## config.mk

```make
export PLATFORM = sky130hd
export DESIGN_NAME = pipeline_cpu
export DESIGN_NICKNAME = d
export VERILOG_FILES = /design/src/rtl/cpu_pkg.sv /design/src/rtl/reg_file.sv /design/src/rtl/hazard_unit.sv /design/src/rtl/fetch_stage.sv /design/src/rtl/decode_stage.sv /design/src/rtl/execute_stage.sv /design/src/rtl/result_stage.sv /design/src/rtl/pipeline_cpu.sv
export SDC_FILE = /design/constraint.sdc
export NUM_CORES = 2
export LEC_CHECK = 0
export BUFFER_PORTS_ARGS = -buffer_cell sky130_fd_sc_hd__buf_2
export CORE_MARGIN = 2
export CORE_UTILIZATION = 27
export CTS_CLUSTER_DIAMETER = 40
export DETAILED_ROUTE_END_ITERATION = 12
export PLACE_DENSITY_LB_ADDON = 0.2
export SLEW_MARGIN = 20
export SYNTH_ARGS = -nofsm -noshare
export SYNTH_HDL_FRONTEND = slang
export SYNTH_SLANG_ARGS = --single-unit
export TNS_END_PERCENT = 1
```

## constraint.sdc

```tcl
create_clock -name clk -period 9.55 [get_ports clk]
set_clock_uncertainty 0.15 [all_clocks]
set_input_delay 0.955 -clock clk [delete_from_list [all_inputs] [get_ports clk]]
set_output_delay 0.955 -clock clk [all_outputs]
set_load 0.02 [all_outputs]
```

## src/rtl/cpu_pkg.sv

```systemverilog
`default_nettype none

package cpu_pkg;

  localparam int xlen       = 32;   // Data and address width
  localparam int reg_addr_w = 5;
  localparam int pc_step    = 4;    // Bytes per instruction

  typedef logic [xlen-1:0]       word_t;
  typedef logic [reg_addr_w-1:0] reg_addr_t;

  typedef enum logic [5:0] {
    op_rtype = 6'h00,               // Operation chosen by funct
    op_beq   = 6'h04,
    op_bne   = 6'h05,
    op_addi  = 6'h08,
    op_slti  = 6'h0A,
    op_lw    = 6'h23,
    op_sw    = 6'h2B                // Stores register rd
  } opcode_e;

  typedef enum logic [6:0] {
    fn_add = 7'h20,
    fn_sub = 7'h22,
    fn_slt = 7'h2A                  // Signed compare
  } funct_e;

  // Operand source once the instruction reaches execute
  typedef enum logic [1:0] {
    fwd_none,                       // Value read in decode
    fwd_mem,
    fwd_wb,
    fwd_retire
  } fwd_sel_e;

endpackage

`default_nettype wire

```

## src/rtl/reg_file.sv

```systemverilog
`default_nettype none

module reg_file (
  input  logic               clk,
  input  logic               nrst,
  input  cpu_pkg::reg_addr_t rd_addr_a,
  input  cpu_pkg::reg_addr_t rd_addr_b,
  input  logic               wr_en,
  input  cpu_pkg::reg_addr_t wr_addr,
  input  cpu_pkg::word_t     wr_data,
  output cpu_pkg::word_t     rd_data_a,
  output cpu_pkg::word_t     rd_data_b
);

  cpu_pkg::word_t regs [2**cpu_pkg::reg_addr_w];

  assign rd_data_a = regs[rd_addr_a];
  assign rd_data_b = regs[rd_addr_b];

  always_ff @(posedge clk) begin
    if (!nrst) begin
      for (int i = 0; i < 2**cpu_pkg::reg_addr_w; i++) begin
        regs[i] <= '0;
      end
    end else if (wr_en && wr_addr != '0) begin   // r0 stays zero
      regs[wr_addr] <= wr_data;
    end
  end

endmodule

`default_nettype wire

```

## src/rtl/hazard_unit.sv

```systemverilog
`default_nettype none

module hazard_unit (
  input  cpu_pkg::reg_addr_t src_a,
  input  cpu_pkg::reg_addr_t src_b,
  input  logic               use_a,
  input  logic               use_b,
  input  logic               ex_reg_write,
  input  logic               ex_load,
  input  cpu_pkg::reg_addr_t ex_dest,
  input  logic               mem_reg_write,
  input  cpu_pkg::reg_addr_t mem_dest,
  input  logic               wb_reg_write,
  input  cpu_pkg::reg_addr_t wb_dest,
  output logic               stall,
  output cpu_pkg::fwd_sel_e  fwd_a,
  output cpu_pkg::fwd_sel_e  fwd_b
);

  logic live_a;
  logic live_b;
  logic ex_hit_a;
  logic ex_hit_b;

  assign live_a = use_a && (src_a != '0);
  assign live_b = use_b && (src_b != '0);

  assign ex_hit_a = live_a && ex_reg_write && (src_a == ex_dest);
  assign ex_hit_b = live_b && ex_reg_write && (src_b == ex_dest);

  // A load result is not ready until memory so decode holds once
  assign stall = ex_load && (ex_hit_a || ex_hit_b);

  // Selects name the producer position one cycle from now
  function automatic cpu_pkg::fwd_sel_e pick(input logic live, input cpu_pkg::reg_addr_t src);
    cpu_pkg::fwd_sel_e sel;
    sel = cpu_pkg::fwd_none;
    if (live) begin
      if (ex_reg_write && src == ex_dest) begin
        sel = cpu_pkg::fwd_mem;         // Youngest producer first
      end else if (mem_reg_write && src == mem_dest) begin
        sel = cpu_pkg::fwd_wb;
      end else if (wb_reg_write && src == wb_dest) begin
        sel = cpu_pkg::fwd_retire;      // Register file write lands too late
      end
    end
    return sel;
  endfunction

  always_comb begin
    fwd_a = pick(live_a, src_a);
    fwd_b = pick(live_b, src_b);
  end

endmodule

`default_nettype wire

```

## src/rtl/fetch_stage.sv

```systemverilog
`default_nettype none

module fetch_stage (
  input  logic           clk,
  input  logic           nrst,
  input  cpu_pkg::word_t inst,
  input  logic           stall,
  input  logic           branch_taken,
  input  cpu_pkg::word_t branch_target,
  output cpu_pkg::word_t inst_addr,
  output cpu_pkg::word_t if_inst,
  output cpu_pkg::word_t if_pc_next
);

  cpu_pkg::word_t pc;
  cpu_pkg::word_t pc_plus;

  assign pc_plus   = pc + cpu_pkg::word_t'(cpu_pkg::pc_step);
  assign inst_addr = pc;

  // Taken branch wins over a load-use hold
  always_ff @(posedge clk) begin
    if (!nrst) begin
      pc      <= '0;
      if_inst <= '0;                    // Zero word is add to r0
    end else if (branch_taken) begin
      pc      <= branch_target;
      if_inst <= '0;                    // Drop wrong-path fetch
    end else if (!stall) begin
      pc      <= pc_plus;
      if_inst <= inst;
    end
  end

  always_ff @(posedge clk) begin
    if (!stall) begin
      if_pc_next <= pc_plus;
    end
  end

endmodule

`default_nettype wire

```

## src/rtl/decode_stage.sv

```systemverilog
`default_nettype none

module decode_stage (
  input  logic               clk,
  input  logic               nrst,
  input  cpu_pkg::word_t     if_inst,
  input  cpu_pkg::word_t     if_pc_next,
  input  logic               branch_taken,
  input  logic               ex_reg_write,
  input  logic               ex_load,
  input  cpu_pkg::reg_addr_t ex_dest,
  input  cpu_pkg::reg_addr_t mem_dest,
  input  logic               mem_reg_write,
  input  logic               wb_reg_write,
  input  cpu_pkg::reg_addr_t wb_dest,
  input  cpu_pkg::word_t     wb_result,
  output logic               stall,
  output cpu_pkg::opcode_e   id_op,
  output cpu_pkg::funct_e    id_funct,
  output cpu_pkg::word_t     id_a,
  output cpu_pkg::word_t     id_b,
  output cpu_pkg::word_t     id_imm,
  output cpu_pkg::word_t     id_pc_next,
  output cpu_pkg::reg_addr_t id_dest,
  output cpu_pkg::fwd_sel_e  id_fwd_a,
  output cpu_pkg::fwd_sel_e  id_fwd_b
);

  cpu_pkg::opcode_e   op;
  cpu_pkg::reg_addr_t rd;
  cpu_pkg::reg_addr_t rs1;
  cpu_pkg::reg_addr_t src_b;
  cpu_pkg::word_t     imm_alu;
  cpu_pkg::word_t     imm_bra;
  cpu_pkg::word_t     rf_a;
  cpu_pkg::word_t     rf_b;
  cpu_pkg::fwd_sel_e  fwd_a;
  cpu_pkg::fwd_sel_e  fwd_b;
  logic               is_branch;
  logic               use_a;
  logic               use_b;

  assign op      = cpu_pkg::opcode_e'(if_inst[5:0]);
  assign rd      = if_inst[10:6];
  assign rs1     = if_inst[19:15];
  assign src_b   = (op == cpu_pkg::op_sw) ? rd : if_inst[24:20];   // sw reads rd
  assign imm_alu = {{16{if_inst[31]}}, if_inst[31:20], if_inst[14:11]};
  assign imm_bra = {{16{if_inst[31]}}, if_inst[31:25], if_inst[14:6]};

  assign is_branch = (op == cpu_pkg::op_beq) || (op == cpu_pkg::op_bne);

  always_comb begin
    case (op)
      cpu_pkg::op_rtype, cpu_pkg::op_beq, cpu_pkg::op_bne, cpu_pkg::op_sw: begin
        use_a = 1'b1;
        use_b = 1'b1;
      end
      cpu_pkg::op_addi, cpu_pkg::op_slti, cpu_pkg::op_lw: begin
        use_a = 1'b1;
        use_b = 1'b0;
      end
      default: begin                    // Unknown opcode reads nothing
        use_a = 1'b0;
        use_b = 1'b0;
      end
    endcase
  end

  reg_file u_rf (
    .clk       (clk),
    .nrst      (nrst),
    .rd_addr_a (rs1),
    .rd_addr_b (src_b),
    .wr_en     (wb_reg_write),
    .wr_addr   (wb_dest),
    .wr_data   (wb_result),
    .rd_data_a (rf_a),
    .rd_data_b (rf_b)
  );

  hazard_unit u_hazard (
    .src_a         (rs1),
    .src_b         (src_b),
    .use_a         (use_a),
    .use_b         (use_b),
    .ex_reg_write  (ex_reg_write),
    .ex_load       (ex_load),
    .ex_dest       (ex_dest),
    .mem_reg_write (mem_reg_write),
    .mem_dest      (mem_dest),
    .wb_reg_write  (wb_reg_write),
    .wb_dest       (wb_dest),
    .stall         (stall),
    .fwd_a         (fwd_a),
    .fwd_b         (fwd_b)
  );

  // Bubble is add to r0 with no forwarding
  always_ff @(posedge clk) begin
    if (!nrst || stall || branch_taken) begin
      id_op    <= cpu_pkg::op_rtype;
      id_dest  <= '0;
      id_fwd_a <= cpu_pkg::fwd_none;
      id_fwd_b <= cpu_pkg::fwd_none;
    end else begin
      id_op    <= op;
      id_dest  <= rd;
      id_fwd_a <= fwd_a;
      id_fwd_b <= fwd_b;
    end
  end

  always_ff @(posedge clk) begin
    id_funct   <= cpu_pkg::funct_e'(if_inst[31:25]);
    id_a       <= rf_a;
    id_b       <= rf_b;
    id_imm     <= is_branch ? imm_bra : imm_alu;
    id_pc_next <= if_pc_next;
  end

endmodule

`default_nettype wire

```

## src/rtl/execute_stage.sv

```systemverilog
`default_nettype none

module execute_stage (
  input  logic               clk,
  input  logic               nrst,
  input  cpu_pkg::opcode_e   id_op,
  input  cpu_pkg::funct_e    id_funct,
  input  cpu_pkg::word_t     id_a,
  input  cpu_pkg::word_t     id_b,
  input  cpu_pkg::word_t     id_imm,
  input  cpu_pkg::word_t     id_pc_next,
  input  cpu_pkg::reg_addr_t id_dest,
  input  cpu_pkg::fwd_sel_e  id_fwd_a,
  input  cpu_pkg::fwd_sel_e  id_fwd_b,
  input  cpu_pkg::word_t     mem_result,
  input  cpu_pkg::word_t     wb_result,
  input  cpu_pkg::word_t     retire_result,
  output logic               branch_taken,
  output cpu_pkg::word_t     branch_target,
  output logic               ex_reg_write,    // Decoded from the instruction in execute
  output logic               ex_load,
  output cpu_pkg::reg_addr_t ex_dest,
  output cpu_pkg::word_t     ex_alu,
  output cpu_pkg::word_t     ex_store_data,
  output logic               ex_store         // Registered for one memory cycle
);

  cpu_pkg::word_t opnd_a;
  cpu_pkg::word_t opnd_b;
  cpu_pkg::word_t alu_b;
  cpu_pkg::word_t diff;
  cpu_pkg::word_t alu_y;
  logic           use_imm;
  logic           less;

  function automatic cpu_pkg::word_t resolve(input cpu_pkg::fwd_sel_e sel,
                                             input cpu_pkg::word_t rf_val);
    case (sel)
      cpu_pkg::fwd_mem:    return mem_result;
      cpu_pkg::fwd_wb:     return wb_result;
      cpu_pkg::fwd_retire: return retire_result;
      default:             return rf_val;
    endcase
  endfunction

  always_comb begin
    opnd_a = resolve(id_fwd_a, id_a);
    opnd_b = resolve(id_fwd_b, id_b);
  end

  assign use_imm = (id_op == cpu_pkg::op_addi) || (id_op == cpu_pkg::op_slti) ||
                   (id_op == cpu_pkg::op_lw)   || (id_op == cpu_pkg::op_sw);
  assign alu_b   = use_imm ? id_imm : opnd_b;
  assign diff    = opnd_a - alu_b;
  assign less    = $signed(opnd_a) < $signed(alu_b);

  always_comb begin
    case (id_op)
      cpu_pkg::op_rtype: begin
        case (id_funct)
          cpu_pkg::fn_add: alu_y = opnd_a + alu_b;
          cpu_pkg::fn_sub: alu_y = diff;
          cpu_pkg::fn_slt: alu_y = cpu_pkg::word_t'(less);
          default:         alu_y = '0;      // Unsupported funct gives zero
        endcase
      end
      cpu_pkg::op_addi, cpu_pkg::op_lw, cpu_pkg::op_sw: alu_y = opnd_a + alu_b;
      cpu_pkg::op_slti:                                 alu_y = cpu_pkg::word_t'(less);
      cpu_pkg::op_beq, cpu_pkg::op_bne:                 alu_y = diff;
      default:                                          alu_y = '0;
    endcase
  end

  assign branch_taken  = ((id_op == cpu_pkg::op_beq) && (diff == '0)) ||
                         ((id_op == cpu_pkg::op_bne) && (diff != '0));
  assign branch_target = id_pc_next + id_imm;   // Offset relative to PC plus 4

  assign ex_reg_write = ((id_op == cpu_pkg::op_rtype) || (id_op == cpu_pkg::op_addi) ||
                         (id_op == cpu_pkg::op_slti)  || (id_op == cpu_pkg::op_lw)) &&
                        (id_dest != '0);
  assign ex_load      = (id_op == cpu_pkg::op_lw);
  assign ex_dest      = id_dest;

  always_ff @(posedge clk) begin
    if (!nrst) begin
      ex_store <= 1'b0;
    end else begin
      ex_store <= (id_op == cpu_pkg::op_sw);
    end
  end

  always_ff @(posedge clk) begin
    ex_alu        <= alu_y;
    ex_store_data <= opnd_b;                    // Forwarded rd for sw
  end

endmodule

`default_nettype wire

```

## src/rtl/result_stage.sv

```systemverilog
`default_nettype none

module result_stage (
  input  logic               clk,
  input  logic               nrst,
  input  cpu_pkg::word_t     ex_alu,
  input  cpu_pkg::word_t     ex_store_data,
  input  logic               ex_store,
  input  logic               ex_load,
  input  logic               ex_reg_write,
  input  cpu_pkg::reg_addr_t ex_dest,
  input  cpu_pkg::word_t     data_in,
  output cpu_pkg::word_t     data_addr,
  output cpu_pkg::word_t     data_out,
  output logic               data_wr,
  output logic               mem_reg_write,
  output cpu_pkg::reg_addr_t mem_dest,
  output cpu_pkg::word_t     mem_result,
  output logic               wb_reg_write,
  output cpu_pkg::reg_addr_t wb_dest,
  output cpu_pkg::word_t     wb_result,
  output cpu_pkg::word_t     retire_result
);

  logic mem_load;

  // Control half of EX/MEM, aligned with ex_alu
  always_ff @(posedge clk) begin
    if (!nrst) begin
      mem_load      <= 1'b0;
      mem_reg_write <= 1'b0;
      mem_dest      <= '0;
    end else begin
      mem_load      <= ex_load;
      mem_reg_write <= ex_reg_write;
      mem_dest      <= ex_dest;
    end
  end

  assign data_addr  = ex_alu;
  assign data_out   = ex_store_data;
  assign data_wr    = ex_store;
  assign mem_result = mem_load ? data_in : ex_alu;   // Load data forwards directly

  always_ff @(posedge clk) begin
    if (!nrst) begin
      wb_reg_write <= 1'b0;
      wb_dest      <= '0;
    end else begin
      wb_reg_write <= mem_reg_write;
      wb_dest      <= mem_dest;
    end
  end

  always_ff @(posedge clk) begin
    wb_result     <= mem_result;
    retire_result <= wb_result;           // Covers the cycle of the register write
  end

endmodule

`default_nettype wire

```

## src/rtl/pipeline_cpu.sv

```systemverilog
`default_nettype none

module pipeline_cpu (
  input  logic           clk,
  input  logic           nrst,
  input  cpu_pkg::word_t inst,
  input  cpu_pkg::word_t data_in,
  output cpu_pkg::word_t inst_addr,
  output cpu_pkg::word_t data_addr,
  output cpu_pkg::word_t data_out,
  output logic           data_wr
);

  cpu_pkg::word_t     if_inst;
  cpu_pkg::word_t     if_pc_next;
  logic               stall;
  logic               branch_taken;
  cpu_pkg::word_t     branch_target;

  cpu_pkg::opcode_e   id_op;
  cpu_pkg::funct_e    id_funct;
  cpu_pkg::word_t     id_a;
  cpu_pkg::word_t     id_b;
  cpu_pkg::word_t     id_imm;
  cpu_pkg::word_t     id_pc_next;
  cpu_pkg::reg_addr_t id_dest;
  cpu_pkg::fwd_sel_e  id_fwd_a;
  cpu_pkg::fwd_sel_e  id_fwd_b;

  logic               ex_reg_write;     // Instruction now in execute
  logic               ex_load;
  cpu_pkg::reg_addr_t ex_dest;
  cpu_pkg::word_t     ex_alu;
  cpu_pkg::word_t     ex_store_data;
  logic               ex_store;

  logic               mem_reg_write;
  cpu_pkg::reg_addr_t mem_dest;
  cpu_pkg::word_t     mem_result;
  logic               wb_reg_write;
  cpu_pkg::reg_addr_t wb_dest;
  cpu_pkg::word_t     wb_result;
  cpu_pkg::word_t     retire_result;

  fetch_stage u_fetch (
    .clk           (clk),
    .nrst          (nrst),
    .inst          (inst),
    .stall         (stall),
    .branch_taken  (branch_taken),
    .branch_target (branch_target),
    .inst_addr     (inst_addr),
    .if_inst       (if_inst),
    .if_pc_next    (if_pc_next)
  );

  decode_stage u_decode (
    .clk           (clk),
    .nrst          (nrst),
    .if_inst       (if_inst),
    .if_pc_next    (if_pc_next),
    .branch_taken  (branch_taken),
    .ex_reg_write  (ex_reg_write),
    .ex_load       (ex_load),
    .ex_dest       (ex_dest),
    .mem_dest      (mem_dest),
    .mem_reg_write (mem_reg_write),
    .wb_reg_write  (wb_reg_write),
    .wb_dest       (wb_dest),
    .wb_result     (wb_result),
    .stall         (stall),
    .id_op         (id_op),
    .id_funct      (id_funct),
    .id_a          (id_a),
    .id_b          (id_b),
    .id_imm        (id_imm),
    .id_pc_next    (id_pc_next),
    .id_dest       (id_dest),
    .id_fwd_a      (id_fwd_a),
    .id_fwd_b      (id_fwd_b)
  );

  execute_stage u_execute (
    .clk           (clk),
    .nrst          (nrst),
    .id_op         (id_op),
    .id_funct      (id_funct),
    .id_a          (id_a),
    .id_b          (id_b),
    .id_imm        (id_imm),
    .id_pc_next    (id_pc_next),
    .id_dest       (id_dest),
    .id_fwd_a      (id_fwd_a),
    .id_fwd_b      (id_fwd_b),
    .mem_result    (mem_result),
    .wb_result     (wb_result),
    .retire_result (retire_result),
    .branch_taken  (branch_taken),
    .branch_target (branch_target),
    .ex_reg_write  (ex_reg_write),
    .ex_load       (ex_load),
    .ex_dest       (ex_dest),
    .ex_alu        (ex_alu),
    .ex_store_data (ex_store_data),
    .ex_store      (ex_store)
  );

  result_stage u_result (
    .clk           (clk),
    .nrst          (nrst),
    .ex_alu        (ex_alu),
    .ex_store_data (ex_store_data),
    .ex_store      (ex_store),
    .ex_load       (ex_load),
    .ex_reg_write  (ex_reg_write),
    .ex_dest       (ex_dest),
    .data_in       (data_in),
    .data_addr     (data_addr),
    .data_out      (data_out),
    .data_wr       (data_wr),
    .mem_reg_write (mem_reg_write),
    .mem_dest      (mem_dest),
    .mem_result    (mem_result),
    .wb_reg_write  (wb_reg_write),
    .wb_dest       (wb_dest),
    .wb_result     (wb_result),
    .retire_result (retire_result)
  );

endmodule

`default_nettype wire

```

==> run_results.csv <==
group,metric,value,unit
worst_setup_path,slowest_stage,"nor4_1",
logic_synthesis,synth.largest_area_cell,"edfxtp_1",
logic_synthesis,synth_edf_count,1056,
global_route,grt_max_degree,103,
pwr,p_clk_share,47.5,%
worst_setup_path,critPathMaxStageDelay,0.60,ns
finish,final_common_cell,"edfxtp_1",
logic_synthesis,synthDistinctLibCells,91,
logic_synthesis,synthArstFlopShare,0,%
hold_path,holdCritPathClass,"in -> reg",
finish,drive_gt1_share,28.0,%
die,fp.dieH,522,um
die,rows,190,
die,core,268000,um2
die,dieArea,273000,um2
worst_setup_path,arrival,7.86,ns
sta,final-hold-violation-count,0,
clock_tree,clock_latency,0.94,ns
clock_tree,clockBufferDepth,4,
finish,fin_util,32.5,%
logic_synthesis,netlist_instances,5281,
sta,tightest_slew,1.27,ns
pwr,leakage,32.0,nW
finish,area_delta_synth_final,20.0,%
sta,period_share,76.2,%
sta,setup_viol,0,
route,wirelength,270000,um
place,gp_congestion,0.901,
worst_setup_path,path_cells,"nor2_1 > nand2_1 > o21ai_0 > nand2_1 > nand2_1 > nand2_1 > nand2_1 > ha_1 > or3_1 > o221ai_1 > a311o_1 > o31ai_1 > nor4_1 > nand4_1 > a2111oi_2 > nand4b_2 > mux2i_4 > nand2b_1 > buf_4 > nor3_1",
route,drt_iter0_drc,5071,
finish,fill_cells,26200,
logic_synthesis,synthFlopType,"edfxtp_1",
pwr,swShare,28.8,%
global_route,gr-total-overflow,0,
sta,max_freq,0.137,GHz
logic_synthesis,syn_area,72500,um2
place,place.detailed.hpwl,162000,um
pwr,p_sw,5.78,mW
die,ioPinCount,163,
clock_tree,path_clk_slew,0.06,ns
finish,nNetsFinal,5588,
clock_tree,cts_resized,0,
clock_tree,clock-sinks,1389,
logic_synthesis,synth_top_area_share,43.7,%
sta,slew_viol_final,0,
route,drtPass1Iterations,6,
global_route,grt_pass1_vias,49100,
worst_setup_path,worst-setup-path-type,"reg -> reg",
clock_tree,holdBufCountCts,0,
clock_tree,root_buffer,"clkbuf_16",
logic_synthesis,synth-seq-cells,1389,
sta,rsz0062_at_grt,"no",
die,die_w,522,um
pwr,comb_power_share,16.0,%
clock_tree,cts_tree,"yes",
route,wl_per_cell,29.4,um
worst_setup_path,crit_top_cell,"nand2_1",
finish,layout_common_cells,"edfxtp_1 (1,056), and2_1 (1,020), mux4_2 (640)",
logic_synthesis,yosysWarnings,0,
worst_setup_path,required,10.13,ns
route,vias_per_cell,5.29,
pwr,internal_power,14.3,mW
route,antenna_left,0,
logic_synthesis,yosys-top-cells-area,"edfxtp_1 (44%), mux4_2 (20%), dfxtp_1 (9.2%), and2_1 (8.8%), clkbuf_1 (1.9%)",
sta,relSlewSlack,14.8,%
worst_setup_path,end_kind,"register",
logic_synthesis,seq_area_frac_synth,52.9,%
clock_tree,post_cts_buffers,0,
sta,layout_min_cycle_time,7.28,ns
sta,setup-tns-final,0,ns
pwr,power_frac_seq,36.4,%
route,via_count,48600,
job,drv_cap,0,
logic_synthesis,syn_area_per_cell,13.7,um2
clock_tree,numCtsBuffers,275,
worst_setup_path,start_kind,"register",
worst_setup_path,critPathMaxFanout,29,
global_route,grt_pass1_wl,380000,um
pwr,cellPowerDensity,230,nW/um2
die,start_util,27.1,%
pwr,ir_worst_vdd,0.151,mV
global_route,grt_antenna_before_repair,26,
place,io_buffer_count,162,
route,route.detailed.drc,0,
global_route,grt_util_all_layers,19.5,%
run_status,status,"complete, no violations",
clock_tree,cts-htree-levels,5,
[cells in the mapped netlist (7+ instances only)]
cell type,number
buf_2,20
a221oi_1,44
or3_1,8
edfxtp_1,1056
a31oi_1,15
buf_1,75
xnor2_1,60
a22o_1,13
nor2b_1,19
o31ai_1,11
a21o_1,35
mux2i_1,73
o211ai_1,10
o211a_1,11
a211oi_1,48
nor2_1,185
xor2_1,44
dfxtp_1,333
mux4_2,640
o21bai_1,15
nand2_1,277
a22oi_1,7
o22ai_1,9
ha_1,95
nor4_1,20
a21oi_1,178
and2_1,1020
nand2b_1,18
o21a_1,27
and3_1,23
mux2_2,76
clkbuf_1,363
buf_4,11
nand3_1,54
o21ai_0,119
inv_1,74
nand4_1,15
nor3_1,43
[metal layers]
layer	global-route usage, %	part of all wire (%)
met2	31.8	47
met4	5.42	2.6
met1	25.8	42
met3	4.36	8.1
met5	0	0.017
[critical path, delay by kind of cell (launching register included)]
| family | cells | cell delay [ns] |
|---|---|---|
| simple gates | 12 | 3.90 |
| compound gates | 5 | 1.39 |
| mux | 1 | 0.45 |
| fa+ha+maj | 1 | 0.43 |
| buf+inv | 1 | 0.40 |
| flops | 1 | 0.36 |
[sequential cells by signal, summed over array words and instances, names as in the netlist, 7 cells and up]
name,flops
u_execute.ex_alu,32
u_decode.id_funct,7
u_decode.u_rf.regs,1024
u_fetch.if_pc_next,32
u_decode.id_a,32
u_fetch.inst_addr,32
u_decode.id_b,32
u_decode.id_imm,9
u_execute.ex_store_data,32
u_fetch.if_inst,32
u_decode.id_pc_next,32
u_result.wb_result,32
u_result.retire_result,32
[per-stage QoR]
stage	setup slack [ns]	power (mW)	hold slack [ns]	cells	cell area, um2
2_1_floorplan	4.05	9.18	0.173	5312	72600
3_3_place_gp	2.14	10.6	0.175	8698	77900
3_5_place_dp	2.11	10.6	0.178	8699	77900
4_1_cts	2.23	20.2	0.0904	9170	87000
5_1_grt	1.82	20.7	0.122	9170	87000
6_report	2.27	20.1	0.149	9185	87000
[power groups by stage]
stage          clock, mW  sequential, mW  combinational, mW
6_report            9.54            7.31               3.21
5_1_grt             9.98            7.35               3.40
4_1_cts             9.70            7.30               3.18
3_5_place_dp           0            7.41               3.17
3_3_place_gp           0            7.39               3.18
2_1_floorplan          0            7.26               1.92
[final cells by class]
type,count,area (um2),share of cell area [%]
antenna,15,37.5,0.0431
inverter,79,297,0.341
multi-input combinational,3370,32800,37.7
sequential,1389,38400,44.1
timing repair buffer,309,2020,2.32
clock inverter,143,1640,1.89
tap,3552,4440,5.11
clock buffer,328,7390,8.49
[worst paths after layout]
path	from	endpoint	slack (ns)	depth (start not counted)
setup / recovery	u_decode.id_op[0]	u_decode.id_dest[3]	2.27	20
hold / removal	inst[21]	u_fetch.if_inst[21]	0.15	3
setup reg to reg	u_decode.id_op[0]	u_decode.id_dest[3]	2.27	20
hold reg to reg	u_fetch.if_inst[29]	u_decode.id_funct[4]	0.19	0
[logic make-up after synthesis]
| kind of cell | synth area share [%] |
|---|---|
| xor+xnor | 1.26 |
| other cells | 0.00517 |
| simple gates | 13.3 |
| mux | 22.1 |
| flops | 52.9 |
| compound gates | 5.73 |
| fa+ha+maj | 1.72 |
| buf+inv | 3.00 |
(Power assumes the default switching activity.)
